### src/design/cpu_pkg.sv
package cpu_pkg;

    // datapath and address width
    localparam int unsigned xlen = 32;

    // first fetch after reset, in kseg1
    localparam logic [xlen-1:0] reset_pc = 32'hBFC0_0000;

    // exception entry points while BEV is set
    localparam logic [xlen-1:0] refill_vector  = 32'hBFC0_0200;
    localparam logic [xlen-1:0] general_vector = 32'hBFC0_0380;

    // TLB entry fields
    localparam int unsigned vpn2_width = 19;
    localparam int unsigned pfn_width  = 20;

    // 4 KiB pages
    localparam int unsigned page_offset_width = 12;

    // top three address bits of the unmapped kernel segments
    localparam logic [2:0] kseg0_top = 3'b100;
    localparam logic [2:0] kseg1_top = 3'b101;

endpackage

### src/design/cp0_pkg.sv
package cp0_pkg;

    // width of the Cause.ExcCode field
    localparam int unsigned exccode_width = 5;

    // address error on load or instruction fetch
    localparam logic [exccode_width-1:0] exc_adel = 5'd4;

    // TLB miss or invalid entry on load or instruction fetch
    localparam logic [exccode_width-1:0] exc_tlbl = 5'd2;

endpackage

### src/design/addr_trans.sv
`timescale 1ns/1ps

module addr_trans import cpu_pkg::*; #(
    parameter bit tlb_enable = 1'b1
) (
    input  logic [xlen-1:0]       virt_addr,
    input  logic [pfn_width-1:0]  tlb_pfn,
    output logic [xlen-1:0]       phys_addr,
    output logic                  mapped,
    output logic [vpn2_width-1:0] tlb_vpn2,
    output logic                  tlb_odd
);

    logic unmapped_seg;

    // kseg0 and kseg1 bypass the TLB
    assign unmapped_seg = (virt_addr[xlen-1 -: 3] == kseg0_top) ||
                          (virt_addr[xlen-1 -: 3] == kseg1_top);

    assign mapped = tlb_enable && !unmapped_seg;

    // lookup key goes out every cycle, only used when mapped
    assign tlb_vpn2 = virt_addr[xlen-1 -: vpn2_width];
    assign tlb_odd  = virt_addr[page_offset_width];

    always_comb begin
        if (mapped) begin
            phys_addr = {tlb_pfn, virt_addr[page_offset_width-1:0]};
        end else begin
            // fixed mapping strips the segment bits
            phys_addr = {3'b000, virt_addr[xlen-4:0]};
        end
    end

endmodule

### src/design/fault_priority.sv
`timescale 1ns/1ps

module fault_priority import cp0_pkg::*; #(
    parameter int num_faults = 2
) (
    input  logic [num_faults-1:0]               faults,
    input  logic [num_faults*exccode_width-1:0] codes,
    output logic                                fault,
    output logic [exccode_width-1:0]            exccode
);

    assign fault = |faults;

    // walk from the lowest priority up so index 0 ends up on top
    always_comb begin
        exccode = '0;
        for (int i = num_faults - 1; i >= 0; i--) begin
            if (faults[i]) begin
                exccode = codes[i*exccode_width +: exccode_width];
            end
        end
    end

endmodule

### src/design/pc_select.sv
`timescale 1ns/1ps

module pc_select import cpu_pkg::*, cp0_pkg::*; #(
    parameter bit tlb_enable = 1'b1
) (
    input  logic                     clk,
    input  logic                     reset,
    input  logic                     redirect,

    input  logic                     exc_now,
    input  logic                     exc_refill,
    input  logic                     eret_now,
    input  logic [xlen-1:0]          epc,
    input  logic                     refetch_now,
    input  logic [xlen-1:0]          refetch_pc,
    input  logic                     branch_now,
    input  logic [xlen-1:0]          branch_target,

    input  logic                     tlb_found,
    input  logic                     tlb_valid,
    input  logic [pfn_width-1:0]     tlb_pfn,
    input  logic                     sram_addr_ok,
    input  logic                     slot_free,

    output logic                     sram_req,
    output logic [xlen-1:0]          sram_addr,
    output logic [vpn2_width-1:0]    tlb_vpn2,
    output logic                     tlb_odd,

    output logic                     issue,
    output logic [xlen-1:0]          issue_pc,
    output logic                     issue_fault,
    output logic [exccode_width-1:0] issue_exccode,
    output logic                     issue_refill
);

    logic [xlen-1:0] pc;
    logic [xlen-1:0] req_addr;
    logic            running;
    logic            can_go;
    logic            mapped;
    logic            addr_error;
    logic            tlb_error;

    // address requested this cycle, redirects take precedence over pc
    always_comb begin
        if (exc_now) begin
            req_addr = exc_refill ? refill_vector : general_vector;
        end else if (eret_now) begin
            req_addr = epc;
        end else if (refetch_now) begin
            req_addr = refetch_pc;
        end else if (branch_now) begin
            req_addr = branch_target;
        end else begin
            req_addr = pc;
        end
    end

    addr_trans #(
        .tlb_enable(tlb_enable)
    ) addr_trans0 (
        .virt_addr(req_addr),
        .tlb_pfn  (tlb_pfn),
        .phys_addr(sram_addr),
        .mapped   (mapped),
        .tlb_vpn2 (tlb_vpn2),
        .tlb_odd  (tlb_odd)
    );

    assign addr_error = (req_addr[1:0] != 2'b00);
    assign tlb_error  = mapped && !(tlb_found && tlb_valid);

    // AdEL sits at index 0 and wins over TLBL
    fault_priority #(
        .num_faults(2)
    ) fault_priority0 (
        .faults ({tlb_error, addr_error}),
        .codes  ({exc_tlbl, exc_adel}),
        .fault  (issue_fault),
        .exccode(issue_exccode)
    );

    // a plain miss needs the refill handler, an invalid entry does not
    assign issue_refill = !addr_error && mapped && !tlb_found;

    // hold off for one cycle after reset drops
    always_ff @(posedge clk) begin
        if (reset) begin
            running <= 1'b0;
        end else begin
            running <= 1'b1;
        end
    end

    assign can_go = running && slot_free;

    // faulting fetches never reach the bus
    assign sram_req = can_go && !issue_fault;
    assign issue    = (sram_req && sram_addr_ok) || (can_go && issue_fault);
    assign issue_pc = req_addr;

    always_ff @(posedge clk) begin
        if (reset) begin
            pc <= reset_pc;
        end else if (issue) begin
            pc <= req_addr + xlen'(4);
        end else if (redirect) begin
            // not accepted yet, retry the new target next cycle
            pc <= req_addr;
        end
    end

endmodule

### src/design/fetch_wait.sv
`timescale 1ns/1ps

module fetch_wait import cpu_pkg::*, cp0_pkg::*; (
    input  logic                     clk,
    input  logic                     reset,
    input  logic                     redirect,

    input  logic                     issue,
    input  logic [xlen-1:0]          issue_pc,
    input  logic                     issue_fault,
    input  logic [exccode_width-1:0] issue_exccode,
    input  logic                     issue_refill,

    input  logic                     sram_data_ok,
    input  logic [xlen-1:0]          sram_rdata,
    input  logic                     inst_ready,

    output logic                     slot_free,
    output logic                     inst_valid,
    output logic [xlen-1:0]          inst_pc,
    output logic [xlen-1:0]          inst_word,
    output logic                     inst_fault,
    output logic [exccode_width-1:0] inst_exccode,
    output logic                     inst_refill
);

    // pending slot, pend_got means the word (or a fault) is already here
    logic                     pend_valid;
    logic                     pend_got;
    logic [xlen-1:0]          pend_pc;
    logic [xlen-1:0]          pend_word;
    logic                     pend_fault;
    logic [exccode_width-1:0] pend_exccode;
    logic                     pend_refill;

    // one stale response still to come from a cancelled stream
    logic                     discard;

    logic data_in;
    logic out_open;
    logic pend_leaves;
    logic pend_waiting;
    logic disc_left;
    logic direct_fault;

    assign data_in      = sram_data_ok && !discard;
    assign out_open     = !inst_valid || inst_ready;
    assign pend_leaves  = pend_valid && (pend_got || data_in) && out_open;
    assign pend_waiting = pend_valid && !pend_got && !data_in;
    assign disc_left    = discard && !sram_data_ok;

    // never let a live request sit behind a stale one, so one flag is enough
    assign slot_free = redirect ? !(disc_left || pend_waiting)
                                : !disc_left && (!pend_valid || pend_leaves);

    // faults skip the pending slot when nothing is ahead of them
    assign direct_fault = issue && issue_fault && (redirect || (!pend_valid && out_open));

    always_ff @(posedge clk) begin
        if (reset) begin
            discard <= 1'b0;
        end else if (redirect && pend_waiting) begin
            discard <= 1'b1;
        end else if (sram_data_ok) begin
            discard <= 1'b0;
        end
    end

    always_ff @(posedge clk) begin
        if (reset) begin
            pend_valid <= 1'b0;
            pend_got   <= 1'b0;
        end else if (issue && !direct_fault) begin
            pend_valid <= 1'b1;
            pend_got   <= issue_fault;
        end else if (redirect || pend_leaves) begin
            pend_valid <= 1'b0;
            pend_got   <= 1'b0;
        end else if (data_in) begin
            pend_got <= 1'b1;
        end
    end

    always_ff @(posedge clk) begin
        if (issue && !direct_fault) begin
            pend_pc      <= issue_pc;
            pend_word    <= '0;
            pend_fault   <= issue_fault;
            pend_exccode <= issue_exccode;
            pend_refill  <= issue_refill;
        end else if (data_in && !pend_got) begin
            pend_word <= sram_rdata;
        end
    end

    always_ff @(posedge clk) begin
        if (reset) begin
            inst_valid <= 1'b0;
        end else if (direct_fault || (pend_leaves && !redirect)) begin
            inst_valid <= 1'b1;
        end else if (redirect || inst_ready) begin
            inst_valid <= 1'b0;
        end
    end

    always_ff @(posedge clk) begin
        if (direct_fault) begin
            inst_pc      <= issue_pc;
            inst_word    <= '0;
            inst_fault   <= 1'b1;
            inst_exccode <= issue_exccode;
            inst_refill  <= issue_refill;
        end else if (pend_leaves && !redirect) begin
            inst_pc      <= pend_pc;
            // bypass the word when it arrives in the same cycle
            inst_word    <= pend_got ? pend_word : sram_rdata;
            inst_fault   <= pend_fault;
            inst_exccode <= pend_exccode;
            inst_refill  <= pend_refill;
        end
    end

endmodule

### src/design/fetch_top.sv
`timescale 1ns/1ps

module fetch_top import cpu_pkg::*, cp0_pkg::*; #(
    parameter bit tlb_enable = 1'b1
) (
    input  logic                     clk,
    input  logic                     reset,

    // instruction SRAM
    output logic                     sram_req,
    output logic [xlen-1:0]          sram_addr,
    input  logic                     sram_addr_ok,
    input  logic                     sram_data_ok,
    input  logic [xlen-1:0]          sram_rdata,

    // TLB lookup, answered in the same cycle
    output logic [vpn2_width-1:0]    tlb_vpn2,
    output logic                     tlb_odd,
    input  logic [pfn_width-1:0]     tlb_pfn,
    input  logic                     tlb_found,
    input  logic                     tlb_valid,

    // redirect pulses
    input  logic                     exc_now,
    input  logic                     exc_refill,
    input  logic                     eret_now,
    input  logic [xlen-1:0]          epc,
    input  logic                     refetch_now,
    input  logic [xlen-1:0]          refetch_pc,
    input  logic                     branch_now,
    input  logic [xlen-1:0]          branch_target,

    // toward decode
    output logic                     inst_valid,
    input  logic                     inst_ready,
    output logic [xlen-1:0]          inst_pc,
    output logic [xlen-1:0]          inst_word,
    output logic                     inst_fault,
    output logic [exccode_width-1:0] inst_exccode,
    output logic                     inst_refill
);

    logic                     redirect;
    logic                     slot_free;
    logic                     issue;
    logic [xlen-1:0]          issue_pc;
    logic                     issue_fault;
    logic [exccode_width-1:0] issue_exccode;
    logic                     issue_refill;

    assign redirect = exc_now || eret_now || refetch_now || branch_now;

    pc_select #(
        .tlb_enable(tlb_enable)
    ) pc_select0 (
        .clk          (clk),
        .reset        (reset),
        .redirect     (redirect),
        .exc_now      (exc_now),
        .exc_refill   (exc_refill),
        .eret_now     (eret_now),
        .epc          (epc),
        .refetch_now  (refetch_now),
        .refetch_pc   (refetch_pc),
        .branch_now   (branch_now),
        .branch_target(branch_target),
        .tlb_found    (tlb_found),
        .tlb_valid    (tlb_valid),
        .tlb_pfn      (tlb_pfn),
        .sram_addr_ok (sram_addr_ok),
        .slot_free    (slot_free),
        .sram_req     (sram_req),
        .sram_addr    (sram_addr),
        .tlb_vpn2     (tlb_vpn2),
        .tlb_odd      (tlb_odd),
        .issue        (issue),
        .issue_pc     (issue_pc),
        .issue_fault  (issue_fault),
        .issue_exccode(issue_exccode),
        .issue_refill (issue_refill)
    );

    fetch_wait fetch_wait0 (
        .clk          (clk),
        .reset        (reset),
        .redirect     (redirect),
        .issue        (issue),
        .issue_pc     (issue_pc),
        .issue_fault  (issue_fault),
        .issue_exccode(issue_exccode),
        .issue_refill (issue_refill),
        .sram_data_ok (sram_data_ok),
        .sram_rdata   (sram_rdata),
        .inst_ready   (inst_ready),
        .slot_free    (slot_free),
        .inst_valid   (inst_valid),
        .inst_pc      (inst_pc),
        .inst_word    (inst_word),
        .inst_fault   (inst_fault),
        .inst_exccode (inst_exccode),
        .inst_refill  (inst_refill)
    );

endmodule

### config.mk
export PLATFORM = sky130hd
export DESIGN_NAME = fetch_top
export DESIGN_NICKNAME = d
export VERILOG_FILES = /design/src/design/cpu_pkg.sv /design/src/design/cp0_pkg.sv /design/src/design/addr_trans.sv /design/src/design/fault_priority.sv /design/src/design/pc_select.sv /design/src/design/fetch_wait.sv /design/src/design/fetch_top.sv
export SDC_FILE = /design/constraint.sdc
export NUM_CORES = 1
export LEC_CHECK = 0
export ABC_CLOCK_PERIOD_IN_PS = 7260
export BUFFER_PORTS_ARGS = -buffer_cell sky130_fd_sc_hd__clkbuf_2
export CORE_AREA = 5 5 145 147
export DETAILED_ROUTE_END_ITERATION = 12
export DIE_AREA = 0 0 150 152
export PLACE_DENSITY_LB_ADDON = 0.1
export SETUP_SLACK_MARGIN = 0.15
export SLEW_MARGIN = 20
export SYNTH_ARGS = -nofsm -noshare
export SYNTH_HDL_FRONTEND = slang
export SYNTH_SLANG_ARGS = --single-unit
export TNS_END_PERCENT = 10
### constraint.sdc
create_clock -name clk -period 7.26 [get_ports clk]
set_input_delay 1.452 -clock clk [delete_from_list [all_inputs] [get_ports clk]]
set_output_delay 1.452 -clock clk [all_outputs]
set_load 0.03 [all_outputs]
==> results by group <==
GRT
  • First-pass GRT wire length: between 40 and 50 mm
  • GRT overflow: 0
  • Largest net degree at the start of global routing: 67
  • Vias in the first global route: 7,351
  • GRT Util Overall: 0.229
  • Initial antenna violation count: 0

Final layout
  • Layout cell share with drive strength beyond 1: 0.325
  • Layout Utilization: 0.544
  • Nets: ~1,300
  • Post-route cell area: 0.0108 mm^2
  • Count of antenna diodes in the layout: 0
  • Area grow syn2layout: 24.9%

Critical path
  • Type of the worst setup path: input port to output pin
  • Reg2reg end: fetch_wait0.pend_pc[13]$_DFFE_PP_
  • FF-to-FF path depth: 6
  • Crit path DAT: about 4.2 ns
  • Crit Path Max Fanout: 26
  • Reg2Reg Setup Slack: approximately 3.3 ns
  • Startpoint types: input port
  • Worst endpoint required time: 5.81 ns
  • CP endpoint kind: output pin
  • Crit. Startpoint: branch_now
  • Reg2reg start: fetch_wait0.pend_got$_SDFFE_PP0P_

Floorplan
  • I/O Pins: roughly 290
  • Die ar.: 0.0228 mm^2
  • Row count: 52
  • Die X: 150 um
  • Starting Density: 0.435
  • Core area: around 0.02 mm^2
  • Die height: 152 um

Routing
  • Via count: 7,564
  • Routed met3 length: ~2.1 mm
  • Met2 Routed Length: 12.4 mm
  • WL met1: 11.2 mm
  • Detail Route Antenna Nets: 0
  • Top sig layer: met4
  • First drt pass iteration count: 5
  • DR WL/cell: 18.2 um
  • DRC: 0
  • Routed wire length: ~26 mm
  • Vias per cell: 5.26
  • DRT iter0 DRCs: 466

Timing
  • Final min period: approximately 5.7 ns
  • Final setup fails: 0
  • Unrepaired setup endpoints after global routing: no
  • Final hold violation count: 0
  • Final setup TNS: 0 ns
  • Part of the cycle the worst path needs: 0.780
  • Slew Viols, Final: 0
  • Fmax achieved: 0.177 GHz
  • Worst-Margin Slew: 1.12 ns
  • Rel. slew slack: 0.256
  • Clk_skew: approximately 0.012 ns

Logic synthesis
  • Post-synthesis sequential area ratio: 0.485
  • Top_reg_cell synth: dfxtp_1
  • Yosys top cell area share: 0.248
  • Most common cell in the synthesized netlist: nand2_1
  • FF+latch count, synth: 173
  • EDFF count, synth: 71
  • Leading area contributor after synthesis: edfxtp_1
  • Yosys cell types: 85
  • Mapped cell area: 0.00861 mm^2
  • Syn Inst Count: 905
  • Top area cells in the synthesized netlist: edfxtp_1 (25%), dfxtp_1 (24%), nand2_1 (6.5%)
  • Yosys Warn Count: 0
  • Synth cell count leaders: nand2_1 (149), dfxtp_1 (102), nor2_1 (77)
  • Synth Area per Inst: 9.51 um^2
  • Ys async rst share: 0

Pwr
  • Power share of the combinational group: 0.196
  • Pleak: 4.52 nW
  • Sw frac: 0.300
  • Seq pwr share: 0.431
  • Clk pwr share: 0.374
  • Pwr dens: around 250 mW/mm^2
  • Net Sw Power: roughly 0.00079 W
  • Final Power: between 0.002 and 0.003 W
  • Worst ir drop on vdd: about 160 uV
  • Internal power: around 0.0018 W

Clocking
  • H-tree Lvls: 4
  • CTS Hold Bufs: 0
  • CTS tree: built
  • Post-CTS sizing: 0
  • Worst-skew pair later-pin latency: roughly 0.43 ns
  • CTS sink count: around 170
  • CTS Buf Count: 17
  • Clk buf depth: 2
  • Clock slew at reported path FFs: 0.06 ns
  • CTS root buffer: clkbuf_16
  • Post-CTS Setup Bufs: 0

Min path
  • Hold path depth: 2
  • HP Class: register to register
  • Hold path start: fetch_wait0.pend_word[3]$_SDFFE_PP0P_
  • Worst Hold End: fetch_wait0.pend_word[3]$_SDFFE_PP0P_

Place
  • IO Port Bufs: 281
  • Post-detail-place hpwl: roughly 19 mm
  • Placed inst area: 0.0101 mm^2
  • Routability cong.: about 0.87

Run
  • Max cap viols: 0

Status
  • Status: finished clean
## area by class of cell
cell class                 count  area [um^2]
clock buffer                  23          543
clock inverter                 9          105
fill                        1871         9030
inverter                      32          125
multi-input combinational    636         3950
sequential                   173         4180
tap                          270          338
timing repair buffer         296         1520
## per-stage QoR
| step | setup slack, ns | cells | hold WS [ns] |
|---|---|---|---|
| after floorplan | 1.89 | 907 | 0.433 |
| after global placement | 1.66 | 1407 | 0.441 |
| after detailed placement | 1.54 | 1407 | 0.447 |
| after CTS | 1.52 | 1439 | 0.456 |
| after global routing | 1.35 | 1439 | 0.474 |
| final | 1.59 | 1439 | 0.453 |
## flip-flops by register name, summed over array words and instances (netlist names)
signal	count
fetch_wait0.inst_pc	32
fetch_wait0.inst_valid	1
fetch_wait0.pend_refill	1
fetch_wait0.pend_exccode	2
fetch_wait0.inst_exccode	2
fetch_wait0.pend_got	1
fetch_wait0.pend_valid	1
fetch_wait0.inst_fault	1
fetch_wait0.inst_refill	1
fetch_wait0.inst_word	32
pc_select0.running	1
pc_select0.pc	32
fetch_wait0.pend_fault	1
fetch_wait0.pend_word	32
fetch_wait0.pend_pc	32
fetch_wait0.discard	1
## power by group through the flow
stage | sequential [W] | clock, W | combinational (W)
CTS | 0.00114 | 0.00100 | 0.000521
finish | 0.00114 | 0.000985 | 0.000516
detailed placement | 0.00116 | 0 | 0.000519
global placement | 0.00116 | 0 | 0.000516
global route | 0.00114 | 0.00104 | 0.000564
floorplan | 0.00119 | 0 | 0.000311
## worst max-delay path: stages
cell	delay, ns
clkbuf_2	0.63
mux2_2	0.42
a221oi_2	0.44
nand2_1	0.45
buf_4	0.36
o21ai_0	0.19
clkbuf_2	0.23
## worst max path at each step
stage | endpoint | slack [ns] | cells after the start
4_1_cts | sram_addr[14] | 1.52 | 7
2_1_floorplan | fetch_wait0.inst_exccode[1]$_DFFE_PP_ | 1.89 | 5
5_1_grt | sram_addr[21] | 1.35 | 7
3_3_place_gp | sram_addr[18] | 1.66 | 7
6_report | sram_addr[15] | 1.59 | 7
3_5_place_dp | sram_addr[14] | 1.54 | 7
## cell families after synthesis
family,synth area share
other,0.000436
muxes,0.0869
AOI/OAI and AO/OA,0.167
adders and majority gates,0.00145
xor gates and xnor gates,0.0132
buffers and inverters,0.0625
DFF,0.485
and+or+nand+nor,0.184
## layer usage
layer	vias to the layer above	global-route usage
li1	3725	-
met2	283	0.366
met3	37	0.0587
met4	0	0.0802
met5	-	0
met1	3519	0.301
## layout by cell type, fill, tap and decap left out, types with 21 or more instances in the layout
| master | Yosys | final |
|---|---|---|
| dfxtp_1 | 102 | 101 |
| inv_1 | 27 | 27 |
| a21oi_1 | 63 | 62 |
| nor2_1 | 77 | 75 |
| o21ai_0 | 46 | 45 |
| edfxtp_1 | 71 | 71 |
| clkbuf_16 | 0 | 21 |
| a211oi_1 | 45 | 45 |
| mux2i_1 | 53 | 53 |
| clkbuf_2 | 0 | 281 |
| nand2_1 | 149 | 149 |
Power figures use the tool's default switching activity.
